===== src/common/isa_pkg.sv =====
// instruction set encodings for the scalar and matrix front end
// import where an instruction word has to be decoded
package isa_pkg;

    // major opcodes, matrix ops sit in the custom opcode space
    typedef enum logic [6:0] {
        RTYPE    = 7'b0110011,
        ITYPE    = 7'b0010011,
        ITYPE_LW = 7'b0000011,
        STYPE    = 7'b0100011,
        BTYPE    = 7'b1100011,
        JAL      = 7'b1101111,
        JALR     = 7'b1100111,
        LUI      = 7'b0110111,
        HALT     = 7'b1111111,
        LD_M     = 7'b0001011,
        ST_M     = 7'b0101011,
        GEMM     = 7'b1011011
    } opcode_t;

    typedef enum logic [2:0] {
        ADD_SUB = 3'h0,
        SLL     = 3'h1,
        SLT     = 3'h2,
        SLTU    = 3'h3,
        XOR     = 3'h4,
        SRL_SRA = 3'h5,
        OR      = 3'h6,
        AND     = 3'h7
    } funct3_r_t;

    typedef enum logic [2:0] {
        ADDI      = 3'h0,
        SLLI      = 3'h1,
        SLTI      = 3'h2,
        SLTIU     = 3'h3,
        XORI      = 3'h4,
        SRLI_SRAI = 3'h5,
        ORI       = 3'h6,
        ANDI      = 3'h7
    } funct3_i_t;

    typedef enum logic [2:0] {
        BEQ  = 3'h0,
        BNE  = 3'h1,
        BLT  = 3'h4,
        BGE  = 3'h5,
        BLTU = 3'h6,
        BGEU = 3'h7
    } funct3_b_t;

    // one word, several views
    typedef union packed {
        struct packed {
            logic [6:0] funct7;
            logic [4:0] rs2;
            logic [4:0] rs1;
            funct3_r_t  funct3;
            logic [4:0] rd;
            opcode_t    opcode;
        } r;
        struct packed {
            logic [11:0] imm12;
            logic [4:0]  rs1;
            funct3_i_t   funct3;
            logic [4:0]  rd;
            opcode_t     opcode;
        } i;
        // stores and branches share this layout
        struct packed {
            logic [6:0] imm_hi;
            logic [4:0] rs2;
            logic [4:0] rs1;
            funct3_b_t  funct3;
            logic [4:0] imm_lo;
            opcode_t    opcode;
        } s;
        // lui and jal
        struct packed {
            logic [19:0] imm20;
            logic [4:0]  rd;
            opcode_t     opcode;
        } u;
        struct packed {
            logic [3:0] mrd;
            logic [4:0] rs1;
            logic [4:0] stride;
            logic       off_sign;
            logic [9:0] offset;
            opcode_t    opcode;
        } m;
    } instr_u;

endpackage


===== src/common/datapath_pkg.sv =====
// decoded control types and the bundle handed to the back end
// import in any block that carries decoded instructions
package datapath_pkg;

    typedef logic [31:0] word_t;

    typedef enum logic [3:0] {
        ALU_ADD,
        ALU_SUB,
        ALU_SLL,
        ALU_SRL,
        ALU_SRA,
        ALU_AND,
        ALU_OR,
        ALU_XOR,
        ALU_SLT,
        ALU_SLTU
    } aluop_t;

    typedef enum logic [2:0] {
        BT_NONE,
        BT_BEQ,
        BT_BNE,
        BT_BLT,
        BT_BGE,
        BT_BLTU,
        BT_BGEU
    } branch_t;

    typedef enum logic [1:0] {SM_NONE, LOAD, STORE} scalar_mem_t;

    typedef enum logic [1:0] {MM_NONE, M_LOAD, M_STORE} matrix_mem_t;

    typedef enum logic {UT_NONE, UT_LOAD} utype_t;

    typedef enum logic [1:0] {FU_NONE, FU_S_ALU, FU_S_LD_ST, FU_S_BRANCH} fu_scalar_t;

    typedef enum logic [1:0] {FU_M_NONE, FU_M_LD_ST, FU_M_GEMM} fu_matrix_t;

    // scalar, matrix load/store or gemm side
    typedef enum logic [1:0] {FU_S_T, FU_M_T, FU_G_T} fu_type_t;

    // one issued instruction, 96 bits
    typedef struct packed {
        word_t       pc;
        word_t       imm;
        logic [4:0]  stride;
        logic [3:0]  matrix_rd;
        aluop_t      alu_op;
        branch_t     branch_op;
        scalar_mem_t s_mem_type;
        matrix_mem_t m_mem_type;
        utype_t      u_type;
        fu_scalar_t  fu_s;
        fu_matrix_t  fu_m;
        fu_type_t    fu_t;
        logic        i_flag;
        logic        s_reg_write;
        logic        m_reg_write;
        logic        jal;
        logic        jalr;
    } issue_t;

endpackage


===== src/common/fetch_if.sv =====
// buffered instruction word and its pc, from fetch to decode and dispatch
`timescale 1ns/1ps

interface fetch_if import datapath_pkg::*; ();

    logic  valid;
    word_t instr;
    word_t pc;
    // dispatch empties the buffer at the next edge
    logic  take;

    modport fetch (output valid, instr, pc, input take);

    modport decode (input instr);

    modport dispatch (input valid, pc, output take);

endinterface


===== src/common/control_unit_if.sv =====
// decoded control fields, control unit to dispatch
`timescale 1ns/1ps

interface control_unit_if import datapath_pkg::*; ();

    logic        halt;
    logic        i_flag;
    logic        s_reg_write;
    logic        m_reg_write;
    logic        jal;
    logic        jalr;
    utype_t      u_type;
    aluop_t      alu_op;
    branch_t     branch_op;
    word_t       imm;
    logic [4:0]  stride;
    fu_scalar_t  fu_s;
    fu_matrix_t  fu_m;
    fu_type_t    fu_t;
    scalar_mem_t s_mem_type;
    matrix_mem_t m_mem_type;
    logic [3:0]  matrix_rd;

    modport cu (
        output halt, i_flag, s_reg_write, m_reg_write, jal, jalr, u_type, alu_op,
               branch_op, imm, stride, fu_s, fu_m, fu_t, s_mem_type, m_mem_type, matrix_rd
    );

    modport dispatch (
        input halt, i_flag, s_reg_write, m_reg_write, jal, jalr, u_type, alu_op,
              branch_op, imm, stride, fu_s, fu_m, fu_t, s_mem_type, m_mem_type, matrix_rd
    );

endinterface


===== src/control_unit/control_unit.sv =====
// combinational decoder, one instruction word into control fields
// unknown opcodes leave every control inactive
`timescale 1ns/1ps

module control_unit import isa_pkg::*; import datapath_pkg::*; (
    fetch_if.decode     fif,
    control_unit_if.cu  cu
);

    instr_u w;
    word_t  imm_i;
    word_t  imm_s;
    word_t  imm_b;
    word_t  imm_j;
    word_t  imm_u;
    word_t  imm_m;
    logic   alt;

    assign w = fif.instr;

    // funct7 0x20 picks sub / sra
    assign alt = (w.r.funct7 == 7'h20);

    assign imm_i = {{20{w.i.imm12[11]}}, w.i.imm12};
    assign imm_s = {{20{w.s.imm_hi[6]}}, w.s.imm_hi, w.s.imm_lo};
    assign imm_b = {{19{w.s.imm_hi[6]}}, w.s.imm_hi[6], w.s.imm_lo[0],
                    w.s.imm_hi[5:0], w.s.imm_lo[4:1], 1'b0};
    assign imm_j = {{11{w.u.imm20[19]}}, w.u.imm20[19], w.u.imm20[7:0],
                    w.u.imm20[8], w.u.imm20[18:9], 1'b0};
    assign imm_u = {w.u.imm20, 12'b0};
    // matrix offset, sign sits at bit 17
    assign imm_m = {{22{w.m.off_sign}}, w.m.offset};

    always_comb
    begin
        cu.halt        = 1'b0;
        cu.i_flag      = 1'b0;
        cu.s_reg_write = 1'b0;
        cu.m_reg_write = 1'b0;
        cu.jal         = 1'b0;
        cu.jalr        = 1'b0;
        cu.u_type      = UT_NONE;
        cu.alu_op      = ALU_ADD;
        cu.branch_op   = BT_NONE;
        cu.imm         = '0;
        cu.stride      = '0;
        cu.fu_s        = FU_NONE;
        cu.fu_m        = FU_M_NONE;
        cu.fu_t        = FU_S_T;
        cu.s_mem_type  = SM_NONE;
        cu.m_mem_type  = MM_NONE;
        cu.matrix_rd   = '0;
        case (w.r.opcode)
            RTYPE:
            begin
                cu.s_reg_write = 1'b1;
                cu.fu_s        = FU_S_ALU;
                case (w.r.funct3)
                    ADD_SUB: cu.alu_op = alt ? ALU_SUB : ALU_ADD;
                    SLL:     cu.alu_op = ALU_SLL;
                    SLT:     cu.alu_op = ALU_SLT;
                    SLTU:    cu.alu_op = ALU_SLTU;
                    XOR:     cu.alu_op = ALU_XOR;
                    SRL_SRA: cu.alu_op = alt ? ALU_SRA : ALU_SRL;
                    OR:      cu.alu_op = ALU_OR;
                    AND:     cu.alu_op = ALU_AND;
                    default: cu.alu_op = ALU_ADD;
                endcase
            end
            ITYPE:
            begin
                cu.s_reg_write = 1'b1;
                cu.i_flag      = 1'b1;
                cu.imm         = imm_i;
                cu.fu_s        = FU_S_ALU;
                case (w.i.funct3)
                    ADDI:      cu.alu_op = ALU_ADD;
                    SLLI:      cu.alu_op = ALU_SLL;
                    SLTI:      cu.alu_op = ALU_SLT;
                    SLTIU:     cu.alu_op = ALU_SLTU;
                    XORI:      cu.alu_op = ALU_XOR;
                    SRLI_SRAI: cu.alu_op = alt ? ALU_SRA : ALU_SRL;
                    ORI:       cu.alu_op = ALU_OR;
                    ANDI:      cu.alu_op = ALU_AND;
                    default:   cu.alu_op = ALU_ADD;
                endcase
            end
            // only word accesses are supported
            ITYPE_LW:
            begin
                if (w.i.funct3 == 3'h2)
                begin
                    cu.s_reg_write = 1'b1;
                    cu.i_flag      = 1'b1;
                    cu.imm         = imm_i;
                    cu.s_mem_type  = LOAD;
                    cu.fu_s        = FU_S_LD_ST;
                end
            end
            STYPE:
            begin
                if (w.s.funct3 == 3'h2)
                begin
                    cu.imm        = imm_s;
                    cu.s_mem_type = STORE;
                    cu.fu_s       = FU_S_LD_ST;
                end
            end
            BTYPE:
            begin
                cu.imm  = imm_b;
                cu.fu_s = FU_S_BRANCH;
                case (w.s.funct3)
                    BEQ:     cu.branch_op = BT_BEQ;
                    BNE:     cu.branch_op = BT_BNE;
                    BLT:     cu.branch_op = BT_BLT;
                    BGE:     cu.branch_op = BT_BGE;
                    BLTU:    cu.branch_op = BT_BLTU;
                    BGEU:    cu.branch_op = BT_BGEU;
                    default: cu.branch_op = BT_NONE;
                endcase
            end
            JAL:
            begin
                cu.jal         = 1'b1;
                cu.s_reg_write = 1'b1;
                cu.i_flag      = 1'b1;
                cu.imm         = imm_j;
                cu.fu_s        = FU_S_BRANCH;
            end
            JALR:
            begin
                cu.jalr        = 1'b1;
                cu.s_reg_write = 1'b1;
                cu.i_flag      = 1'b1;
                cu.imm         = imm_i;
                cu.fu_s        = FU_S_BRANCH;
            end
            LUI:
            begin
                cu.u_type      = UT_LOAD;
                cu.s_reg_write = 1'b1;
                cu.i_flag      = 1'b1;
                cu.imm         = imm_u;
                cu.fu_s        = FU_S_ALU;
            end
            HALT: cu.halt = 1'b1;
            LD_M, ST_M:
            begin
                cu.imm         = imm_m;
                cu.stride      = w.m.stride;
                cu.matrix_rd   = w.m.mrd;
                cu.fu_m        = FU_M_LD_ST;
                cu.fu_t        = FU_M_T;
                // st.m writes memory, not a matrix register
                cu.m_reg_write = (w.m.opcode == LD_M);
                cu.m_mem_type  = (w.m.opcode == LD_M) ? M_LOAD : M_STORE;
            end
            GEMM:
            begin
                cu.fu_m        = FU_M_GEMM;
                cu.fu_t        = FU_G_T;
                cu.m_reg_write = 1'b1;
            end
            default: ;
        endcase
    end

endmodule


===== src/source/instr_fetch.sv =====
// sequential instruction fetch, Wishbone classic read master
// one word is buffered and a new read starts once it has been taken
`timescale 1ns/1ps

module instr_fetch import datapath_pkg::*; #(
    parameter word_t RESET_PC   = 32'h0000_0000,
    parameter int    ADDR_WIDTH = 32
) (
    input  logic                  clk,
    input  logic                  reset,
    output logic                  wb_cyc,
    output logic                  wb_stb,
    output logic                  wb_we,
    output logic [ADDR_WIDTH-1:0] wb_adr,
    input  word_t                 wb_dat_i,
    input  logic                  wb_ack,
    fetch_if.fetch                fif
);

    word_t pc_q;
    logic  cyc_q;
    logic  buf_valid;
    word_t buf_instr;
    word_t buf_pc;

    assign wb_cyc = cyc_q;
    assign wb_stb = cyc_q;
    assign wb_we  = 1'b0;
    assign wb_adr = pc_q[ADDR_WIDTH-1:0];

    assign fif.valid = buf_valid;
    assign fif.instr = buf_instr;
    assign fif.pc    = buf_pc;

    always_ff @(posedge clk)
    begin
        if (reset)
        begin
            pc_q      <= RESET_PC;
            cyc_q     <= 1'b0;
            buf_valid <= 1'b0;
        end
        else
        begin
            // bus cycle ends on ack, word lands in the buffer
            if (cyc_q && wb_ack)
            begin
                cyc_q     <= 1'b0;
                buf_valid <= 1'b1;
                pc_q      <= pc_q + 32'd4;
            end
            else if (!cyc_q && !buf_valid)
                cyc_q <= 1'b1;
            else if (fif.take)
                buf_valid <= 1'b0;
        end
    end

    always_ff @(posedge clk)
    begin
        if (cyc_q && wb_ack)
        begin
            buf_instr <= wb_dat_i;
            buf_pc    <= pc_q;
        end
    end

    a_stb_hold: assert property (@(posedge clk) disable iff (reset)
        (wb_stb && !wb_ack) |=> wb_stb);

    // a full buffer that dispatch has not taken must not be overwritten
    a_no_overwrite: assert property (@(posedge clk) disable iff (reset)
        (fif.valid && !fif.take) |-> !(wb_cyc && wb_ack));

endmodule


===== src/source/dispatch_stage.sv =====
// issue register between decode and the back end, valid/ready handshake
// a halt word is consumed here and stops any further take
`timescale 1ns/1ps

module dispatch_stage import datapath_pkg::*; (
    input  logic             clk,
    input  logic             reset,
    input  logic             issue_ready,
    fetch_if.dispatch        fif,
    control_unit_if.dispatch cu,
    output logic             issue_valid,
    output issue_t           issue_bundle,
    output logic             halted
);

    issue_t next_bundle;
    logic   out_valid;
    logic   take;

    // register free, or emptied at this edge
    assign take     = fif.valid && (!out_valid || issue_ready) && !halted;
    // a halt word stays in the buffer, so fetch never starts another read
    assign fif.take = take && !cu.halt;

    always_comb
    begin
        next_bundle.pc          = fif.pc;
        next_bundle.imm         = cu.imm;
        next_bundle.stride      = cu.stride;
        next_bundle.matrix_rd   = cu.matrix_rd;
        next_bundle.alu_op      = cu.alu_op;
        next_bundle.branch_op   = cu.branch_op;
        next_bundle.s_mem_type  = cu.s_mem_type;
        next_bundle.m_mem_type  = cu.m_mem_type;
        next_bundle.u_type      = cu.u_type;
        next_bundle.fu_s        = cu.fu_s;
        next_bundle.fu_m        = cu.fu_m;
        next_bundle.fu_t        = cu.fu_t;
        next_bundle.i_flag      = cu.i_flag;
        next_bundle.s_reg_write = cu.s_reg_write;
        next_bundle.m_reg_write = cu.m_reg_write;
        next_bundle.jal         = cu.jal;
        next_bundle.jalr        = cu.jalr;
    end

    always_ff @(posedge clk)
    begin
        if (reset)
        begin
            out_valid <= 1'b0;
            halted    <= 1'b0;
        end
        else
        begin
            if (take && !cu.halt)
                out_valid <= 1'b1;
            else if (issue_ready)
                out_valid <= 1'b0;
            if (take && cu.halt)
                halted <= 1'b1;
        end
    end

    always_ff @(posedge clk)
    begin
        if (take && !cu.halt)
            issue_bundle <= next_bundle;
    end

    assign issue_valid = out_valid;

    a_stall_stable: assert property (@(posedge clk) disable iff (reset)
        (issue_valid && !issue_ready) |=> (issue_valid && $stable(issue_bundle)));

endmodule


===== src/source/decode_top.sv =====
// fetch and decode front end, Wishbone fetch port and issue stream
// set RESET_PC and ADDR_WIDTH here, they reach the fetch unit
`timescale 1ns/1ps

module decode_top import datapath_pkg::*; #(
    parameter word_t RESET_PC   = 32'h0000_0000,
    parameter int    ADDR_WIDTH = 32
) (
    input  logic                  clk,
    input  logic                  reset,
    output logic                  wb_cyc,
    output logic                  wb_stb,
    output logic                  wb_we,
    output logic [ADDR_WIDTH-1:0] wb_adr,
    input  word_t                 wb_dat_i,
    input  logic                  wb_ack,
    output logic                  issue_valid,
    input  logic                  issue_ready,
    output issue_t                issue_bundle,
    output logic                  halted
);

    fetch_if        fif ();
    control_unit_if cuif ();

    instr_fetch #(
        .RESET_PC   (RESET_PC),
        .ADDR_WIDTH (ADDR_WIDTH)
    ) u_fetch (
        .clk      (clk),
        .reset    (reset),
        .wb_cyc   (wb_cyc),
        .wb_stb   (wb_stb),
        .wb_we    (wb_we),
        .wb_adr   (wb_adr),
        .wb_dat_i (wb_dat_i),
        .wb_ack   (wb_ack),
        .fif      (fif.fetch)
    );

    control_unit u_cu (
        .fif (fif.decode),
        .cu  (cuif.cu)
    );

    dispatch_stage u_dispatch (
        .clk          (clk),
        .reset        (reset),
        .issue_ready  (issue_ready),
        .fif          (fif.dispatch),
        .cu           (cuif.dispatch),
        .issue_valid  (issue_valid),
        .issue_bundle (issue_bundle),
        .halted       (halted)
    );

endmodule


===== config.mk =====
export PLATFORM = sky130hd
export DESIGN_NAME = decode_top
export DESIGN_NICKNAME = d
export VERILOG_FILES = /design/src/common/isa_pkg.sv /design/src/common/datapath_pkg.sv /design/src/common/fetch_if.sv /design/src/common/control_unit_if.sv /design/src/control_unit/control_unit.sv /design/src/source/instr_fetch.sv /design/src/source/dispatch_stage.sv /design/src/source/decode_top.sv
export SDC_FILE = /design/constraint.sdc
export NUM_CORES = 1
export LEC_CHECK = 0
export BUFFER_PORTS_ARGS = -buffer_cell sky130_fd_sc_hd__buf_2
export CORE_ASPECT_RATIO = 0.8
export CORE_UTILIZATION = 40
export CTS_CLUSTER_DIAMETER = 200
export CTS_CLUSTER_SIZE = 25
export DETAILED_ROUTE_END_ITERATION = 8
export PLACE_DENSITY_LB_ADDON = 0.12
export SYNTH_ARGS = -nofsm -noshare
export SYNTH_HDL_FRONTEND = slang
export SYNTH_SLANG_ARGS = --single-unit

===== constraint.sdc =====
create_clock -name clk -period 3.94 [get_ports clk]
set_clock_uncertainty 0.05 [all_clocks]
set_input_delay 0.394 -clock clk [delete_from_list [all_inputs] [get_ports clk]]
set_output_delay 0.394 -clock clk [all_outputs]
set_load 0.05 [all_outputs]

* Word level (Yosys, flattened, before mapping)
Index checks and enable logic that the tools add are counted.
** Cells by class
- Reductions and logical operators :: 24
- Add/subtract/negate cells :: 1
- Multiplexer cells :: 28
- Eq/ne operators :: 21
** Operators by type and width (number)
- 32-bit one-hot mux with 7 select lines :: 1
- 32-bit two-way mux :: 2
- 4-bit one-hot mux with 8 select lines :: 2
- 7-bit by 6-bit equality test with 1-bit output (second input constant) :: 5
- 7-bit equality test (second input constant) :: 5
- 32-bit by 3-bit adder with 32-bit output (second input constant) :: 1
- 3-bit one-hot mux with 6 select lines :: 1
- 3-bit equality test (second input constant) :: 4
- 1-bit two-way mux :: 12
- 2-bit one-hot mux with 2 select lines :: 2
- 4-bit one-hot mux with 2 select lines :: 1
- 2-bit OR reduction :: 4
- 7-bit by 2-bit equality test with 1-bit output (second input constant) :: 1
- 7-bit by 4-bit equality test with 1-bit output (second input constant) :: 1
- 7-bit by 5-bit equality test with 1-bit output (second input constant) :: 1
- 3-bit by 2-bit equality test with 1-bit output (second input constant) :: 2
- 1-bit logical AND :: 6
- 1-bit one-hot mux with 2 select lines :: 3
- 2-bit one-hot mux with 3 select lines :: 1
- 3-bit OR reduction :: 2
- 1-bit logical NOT :: 5
- 5-bit OR reduction :: 1
- 2-bit two-way mux :: 2
- 2-bit nonzero test :: 2
- 7 further kinds :: 7
** Word-level totals
- Output and inout port bits :: 133
- Input bits :: 36
- Register bits after elaboration :: 194
- Word-level logic and storage cells :: 97

* Logic depth before layout (Yosys ltp)
Gate-level depths: netlist of the first run.
- Depth after elaboration :: 8
- Depth in mapped cells :: 7
- Mapped depth without buffers :: 5

* By module
A second synthesis of the first run with hierarchy kept.
** Second synthesis, totals
- Cell total of the unflattened synthesis :: 514
- Area total of the unflattened synthesis :: 7415.9 sq um
** By module, submodules not included
- instr_fetch :: instances 1, seq. area each 2502.4 sq um, cells each 242, area each 3385.7 sq um
- dispatch_stage :: instances 1, seq. area each 2922.8 sq um, cells each 105, area each 2966.6 sq um
- control_unit :: instances 1, seq. area each 0.0 sq um, cells each 167, area each 1063.5 sq um

* Least setup slack after synthesis of the first run
OpenSTA, ideal clock, no wires.
- Kind :: register to register
- From :: register u_fetch.buf_instr[5], in the netlist u_fetch.fif.instr[5]
- To :: register u_dispatch.issue_bundle[0] (netlist name)
- Buffers on the path :: 1
- Period minus slack after synthesis :: 3.388 ns
- Stages on the path, launching flop included :: 6
- Path slack :: 0.552 ns
- Setup time :: 0.446 ns
- Arrival time :: 2.892 ns
- Required time :: 3.444 ns
- Cells stage by stage :: edfxtp_1 -> clkbuf_1 -> nand3_1 -> nor2_1 -> or3_1 -> inv_1
** Between the ends
- Word-level cells in the longest chain between the ends :: 4
** Ends and longest elaborated chain
- from (decl) :: line instr_fetch.sv:23 : word_t buf_instr;
- from (signal assigned) :: line instr_fetch.sv:63 : buf_instr <= wb_dat_i;
- 7-bit equality test :: line control_unit.sv:53 : case (w.r.opcode)
- 1-bit two-way mux :: line control_unit.sv:53
- 1-bit logical NOT
- 1-bit logical AND
- net fif.take :: line fetch_if.sv:10 : logic take;
The timed path passes the listed nets, and every way through them passes these cells.
A chain may end at the register's enable or synchronous reset.

* Final worst setup path of the first run
- From :: register u_fetch.buf_instr[5], in the netlist u_fetch.fif.instr[5]
- To :: register u_dispatch.issue_bundle[63] (netlist name)
** Between the ends
- Word-level cells in the longest chain between the ends :: 4
** Ends and longest elaborated chain (line)
- 7-bit equality test :: control_unit.sv:53
- 1-bit two-way mux :: control_unit.sv:53
- 1-bit logical NOT
- 1-bit logical AND
- net fif.take :: fetch_if.sv:10
The timed path passes the listed nets, and every way through them passes these cells.

==> run summary, run 1 <==
GRT
* sum of overflow across all layers after global routing: 0
* met1 global-route usage: 0.2253
* met2 global-route usage: 0.2776
* layer with the highest usage after global routing: met2
* wire length of the first global-routing pass: 24,350 um
* pin count of the biggest net entering global routing: 56
* met3 GRT Util: 0.05968
* GRT Overall Usage: 0.1736
* initial antenna violation count: 0
* via count of the first global-routing pass: 4,438

Setup path
* ordered list of cells on the worst path: nand3_1 > nor2_1 > or3_1 > inv_4 > buf_12
* kind of start point of the critical path: register
* buffering stage count on the worst path with inverters included: 2
* CP top delay family: buffers and inverters
* delay contributed by the slowest stage of the critical path: 570 ps
* data required time of the critical path: 4000 ps
* biggest fanout along the worst timing path: 55
* Crit path arrival time: 2530 ps
* path type of the worst setup path: register to register
* slowest library cell on the worst path: sky130_fd_sc_hd__inv_4
* category of the worst setup path capture point: register

Run
* MaxCap Viol Count: 0

Layout
* leading cell type in the layout, fill and taps excluded: sky130_fd_sc_hd__buf_2
* number of standard cells in the final layout excluding fillers: 906
* Antenna Cells: 0
* commonest cells after routing, fill and taps aside: 163 x sky130_fd_sc_hd__buf_2, 154 x sky130_fd_sc_hd__edfxtp_1, 38 x sky130_fd_sc_hd__nand3_1
* growth of design area from synthesis to finish: 21.67%
* proportion of layout cells with a drive suffix above 1: 0.3157
* fill cell count: 1,544
* Post-layout nets: 706

Synthesis
* Seq/Total Area, Yosys: 0.7339
* unique cell type count in the Yosys netlist: 60
* total number of yosys warnings: 0
* number of standard cells after synthesis: 511
* #FFs+latches synth: 188
* Synth async-reset ratio: 0
* synthesized area per cell: 14.15 sq um
* number of flops mapped to enable cells by yosys: 154
* synthesized area: 7228 sq um
* dominant register cell in the synthesized netlist: sky130_fd_sc_hd__edfxtp_1

Timing
* final setup vio count: 0
* total count of hold-check failures in the final report: 0
* worst slew margin relative to its limit: 0.4428
* min cycle time layout: 2473 ps
* maximum operating frequency: 404.4 MHz
* unrepaired setup endpoints after global routing: false
* pins over their slew limit: 0
* setup TNS: 0 ps
* final worst path period share: 0.6275
* Tightest Pin Transition: 835.7 ps

Floorplan
* number of placed I/O pins: 169
* die extent in y: 122.2 um
* effective utilization at floorplan: 0.4134
* area inside the core boundary: 17,490 sq um
* total die area: 18,620 sq um
* row count: 43
* horizontal extent of the die: 152.3 um

Routing
* detailed-route wire length: 15,760 um
* Post-route DRC: 12
* number of vias after detailed routing: 4,739
* iteration count of the initial detailed-routing pass: 7
* via/cell ratio: 5.231
* DR iter-0 viols: 397
* average detailed-routed wire length per instance: 17.39 um
* Antenna Violating Nets Remaining: 0

Clocking
* clock-pin slew reported for the worst setup and hold paths after clock tree synthesis: 70 ps
* number of sinks driven by the clock tree: 188
* total clock buffers created by CTS: 17
* buffer count from post-CTS setup fixing: 0
* number of cells upsized or downsized after cts: 0
* TritonCTS clock tree: yes
* clock latency at the later pin of the worst-skew pair: 420 ps
* Max Root-Sink Buffers: 2
* post-cts hold buffer count: 0
* Root Buffer: sky130_fd_sc_hd__clkbuf_16
* deepest level of the CTS H-tree: 4

Placement
* Final HPWL DP: 10,860 um
* number of instances in the placed design: 875
* total of buffers placed on input and output ports: 163
* final weighted congestion of routability-driven global placement: 0.8972

Run status
* violations in the final reports: design-rule violations
* status: finished, violations left

Power
* total power divided by cell area: 491.7 nW/um^2
* Max rail drop VDD: 0.2821 mV
* overall power of the completed layout: 4.325 mW
* reported leakage power: 3.332 nW

Hold path
* path category of the worst min-delay check: input pin to register

## report_power, final
group / switching [mW] / total [mW] / internal [mW]
combinational: 0.290 / 0.358 / 0.0675
clock: 0.701 / 1.70 / 0.994
sequential: 0.0396 / 2.27 / 2.23
## synthesized netlist by cell type, drive strengths merged (2+ instances only)
master	instances	share of area
edfxtp	154	0.64
nand3	38	0.026
nand2	37	0.020
dfxtp	34	0.094
nor2	28	0.015
a21oi	21	0.015
clkbuf	19	0.011
or4	15	0.016
buf	13	0.012
o31ai	13	0.014
inv	11	0.0057
a22o	9	0.011
nand4	9	0.0087
nor3	8	0.0055
nor4	8	0.0069
o21ai	8	0.0055
xnor2	8	0.0097
and2	7	0.0061
or3	7	0.0062
and3	5	0.0043
and4	5	0.0066
nor2b	5	0.0043
xor2	5	0.0061
mux2	4	0.0062
nor3b	4	0.0042
a31oi	3	0.0026
nand2b	3	0.0026
a211o	2	0.0024
a211oi	2	0.0028
a21o	2	0.0021
and3b	2	0.0024
nand3b	2	0.0021
nor4b	2	0.0024
o22ai	2	0.0017
or2	2	0.0017
## worst register-to-register path: stages (launching register included)
cell and delay [ps]:
sky130_fd_sc_hd__edfxtp_1 550, sky130_fd_sc_hd__nand3_1 150, sky130_fd_sc_hd__nor2_1 80, sky130_fd_sc_hd__or3_1 410, sky130_fd_sc_hd__inv_4 570, sky130_fd_sc_hd__buf_12 350
## final timing paths
| kind | start | endpoint | slack (ps) | cells past startpoint |
|---|---|---|---|---|
| worst max-delay path | u_fetch.fif.instr[5] | u_dispatch.issue_bundle[63] | 1470 | 5 |
| worst min-delay path | wb_dat_i[8] | u_fetch.fif.instr[8] | 90 | 1 |
| worst max register to register | u_fetch.fif.instr[5] | u_dispatch.issue_bundle[63] | 1470 | 5 |
| worst min register to register | u_fetch.fif.pc[25] | u_dispatch.issue_bundle[89] | 360 | 0 |
## flip-flops by register name (all words and copies together) (netlist names)
signal / flops
u_fetch.fif.pc: 30
u_fetch.wb_cyc: 1
u_fetch.fif.instr: 32
u_dispatch.issue_bundle: 92
u_dispatch.halted: 1
u_fetch.wb_adr: 30
u_dispatch.issue_valid: 1
u_fetch.fif.valid: 1
## cells by family (layout without fill, tap and decap cells)
kind of cell,count (synthesis),after routing,share of synthesized area
AND/OR/NAND/NOR,192,192,0.1471
buffers and inverters,43,209,0.02960
multiplexers,5,5,0.007616
adder cells (fa/ha/maj),1,1,0.001731
flip-flops,188,188,0.7339
XOR/XNOR,13,13,0.01575
other,1,5,0.0005188
AO/OA/AOI/OAI,68,68,0.06370
## stage by stage
step	util	cell area (sq um)	worst slack, ps	hold slack, ps
floorplan	-	7243	552.5	350.3
global placement	0.4697	8213	1528	351.8
detailed placement	0.4697	8213	1469	354.5
CTS	0.5030	8795	1457	72.13
global route	0.5030	8795	1304	63.51
finish	0.5030	8795	1467	93.72
## layer usage
layer,vias to the layer above,part of all wire
li1,2255,-
met1,2283,0.45
met2,183,0.47
met3,18,0.070
met4,0,0.0095
met5,-,0
## cell type report
class | instances | area, sq um | area share
clock buffers | 20 | 436.7 | 0.04965
clock inverters | 11 | 145.1 | 0.01650
inverters | 11 | 43.79 | 0.004979
multi-input cells | 284 | 1724 | 0.1960
flip-flops and latches | 188 | 5305 | 0.6032
well taps | 225 | 281.5 | 0.03201
repair buffers | 167 | 858.3 | 0.09760
(Power assumes the default switching activity.)
==> run 2: changes to the inputs <==
- clock period: 3.94 -> 2.2 ns (I/O delays scaled with it)
==> run 2 against run 1 <==
Against the previous run: the flow still finishes with violations (design-rule violations); register-to-register slack got worse by 1300 ps; highest routed layer unchanged; first-iteration DRC count increased by 2.3%; critical path type unchanged; final cell count increased by 5.8%; maximum frequency increased by 19%.
==> run summary, run 2 (synthesis gave the netlist of run 1 again) <==
Layout
* proportion of layout cells with a drive suffix above 1: 0.3433
* Antenna Cells: 0
* commonest cells after routing, fill and taps aside: 163 x sky130_fd_sc_hd__buf_2, 154 x sky130_fd_sc_hd__edfxtp_1, 37 x sky130_fd_sc_hd__nand3_1
* growth of design area from synthesis to finish: 29.12%
* flip-flop count of the largest register, all copies and words added: 92
* top register by number of flip-flops: u_dispatch.issue_bundle
* leading cell type in the layout, fill and taps excluded: sky130_fd_sc_hd__buf_2
* Post-layout nets: 758

Setup path
* Crit path arrival time: 2310 ps
* biggest fanout along the worst timing path: 18
* path type of the worst setup path: register to register
* kind of start point of the critical path: register
* category of the worst setup path capture point: register
* data required time of the critical path: 2430 ps

Routing
* number of vias after detailed routing: 4,926
* via/cell ratio: 5.137
* Post-route DRC: 16
* detailed-route wire length: 16,360 um
* average detailed-routed wire length per instance: 17.05 um
* iteration count of the initial detailed-routing pass: 7
* DR iter-0 viols: 406
* Antenna Violating Nets Remaining: 0

Timing
* pins over their slew limit: 0
* min cycle time layout: 2077 ps
* worst slew margin relative to its limit: 0.6027
* maximum operating frequency: 481.6 MHz
* total count of hold-check failures in the final report: 0
* setup TNS: 0 ps
* final worst path period share: 0.9439
* Tightest Pin Transition: 596.0 ps
* final setup vio count: 0

Clocking
* number of sinks driven by the clock tree: 188
* deepest level of the CTS H-tree: 4
* clock-pin slew reported for the worst setup and hold paths after clock tree synthesis: 70 ps
* buffer count from post-CTS setup fixing: 0
* total clock buffers created by CTS: 17
* TritonCTS clock tree: yes
* clock latency at the later pin of the worst-skew pair: 420 ps
* Max Root-Sink Buffers: 2
* Root Buffer: sky130_fd_sc_hd__clkbuf_16

Power
* Clock Power Share: 0.395
* Internal Pwr Total: 5.966 mW
* Net Sw Frac: 0.2437
* Max rail drop VDD: 0.5073 mV
* reported leakage power: 3.581 nW
* overall power of the completed layout: 7.888 mW
* total power divided by cell area: 845.3 nW/um^2
* Reg power frac: 0.514
* Combinational Power Share: 0.090
* power spent charging and discharging nets: 1.922 mW

Floorplan
* number of placed I/O pins: 169
* horizontal extent of the die: 152.3 um
* effective utilization at floorplan: 0.4134
* die extent in y: 122.2 um
* row count: 43
* area inside the core boundary: 17,490 sq um
* total die area: 18,620 sq um

GRT
* sum of overflow across all layers after global routing: 0
* wire length of the first global-routing pass: 25,010 um
* via count of the first global-routing pass: 4,597
* GRT Overall Usage: 0.1773
* initial antenna violation count: 0
* pin count of the biggest net entering global routing: 63

Run status
* status: finished, violations left
* violations in the final reports: design-rule violations

Placement
* total of buffers placed on input and output ports: 163
* Final HPWL DP: 10,930 um
* final weighted congestion of routability-driven global placement: 0.8745

Run
* MaxCap Viol Count: 0

Hold path
* path category of the worst min-delay check: input pin to register

-- run 2: power by group through the flow --
| stage | clock network, mW | logic [mW] | registers (mW) |
|---|---|---|---|
| 3_3_place_gp | 0 | 0.667 | 4.13 |
| 2_1_floorplan | 0 | 0.177 | 4.45 |
| 6_report | 3.12 | 0.712 | 4.06 |
| 4_1_cts | 3.17 | 0.717 | 4.06 |
| 3_5_place_dp | 0 | 0.670 | 4.14 |
| 5_1_grt | 3.31 | 0.745 | 4.07 |
-- run 2: final cells by class --
type | count | area, sq um
Clock buffer | 19 | 432.9
Fill cell | 1496 | 8153
Multi-Input combinational cell | 284 | 1744
Timing Repair Buffer | 219 | 1341
Sequential cell | 188 | 5320
Clock inverter | 13 | 163.9
Tap cell | 225 | 281.5
Inverter | 11 | 48.80
-- run 2: timing repair --
action / in CTS / in global routing
hold endpoints to repair: 32 / 0
resized for setup: 0 / 1
hold buffers: 32 / 0
endpoints found under the setup margin: 0 / 18
-- run 2: metal layers --
metal / GRT usage / part of all wire / wire length [um]
met5: 0 / 0 / 0
met4: 0.05931 / 0.019 / 316
met3: 0.05508 / 0.077 / 1261
met2: 0.2831 / 0.46 / 7461
met1: 0.2313 / 0.45 / 7315
-- run 2: path summary, 6_finish.rpt --
kind | start | to | slack [ps] | cells after the start
worst min-delay path | issue_ready | u_dispatch.issue_valid | 110 | 3
worst max-delay path | u_fetch.fif.instr[12] | u_dispatch.issue_bundle[50] | 120 | 4
worst min register to register | u_fetch.fif.pc[23] | u_dispatch.issue_bundle[87] | 370 | 0
worst max register to register | u_fetch.fif.instr[12] | u_dispatch.issue_bundle[50] | 120 | 4
-- run 2: per-stage QoR --
stage / cells / setup slack, ps / area (sq um) / util / hold slack, ps
3_5_place_dp: 895 / 101.8 / 8408 / 0.4809 / 348.1
5_1_grt: 959 / -12.33 / 9333 / 0.5337 / 122.3
3_3_place_gp: 895 / 211.3 / 8408 / 0.4809 / 348.0
2_1_floorplan: 515 / -432.8 / 7300 / - / 268.9
4_1_cts: 959 / 94.90 / 9325 / 0.5333 / 111.2
6_report: 959 / 123.4 / 9333 / 0.5337 / 112.6
-- run 2: worst max-delay path, stage by stage, from the launching register on --
cell,delay [ps]
sky130_fd_sc_hd__edfxtp_1,380
sky130_fd_sc_hd__or3b_2,560
sky130_fd_sc_hd__a211oi_1,520
sky130_fd_sc_hd__a21oi_4,260
sky130_fd_sc_hd__nand3_1,160
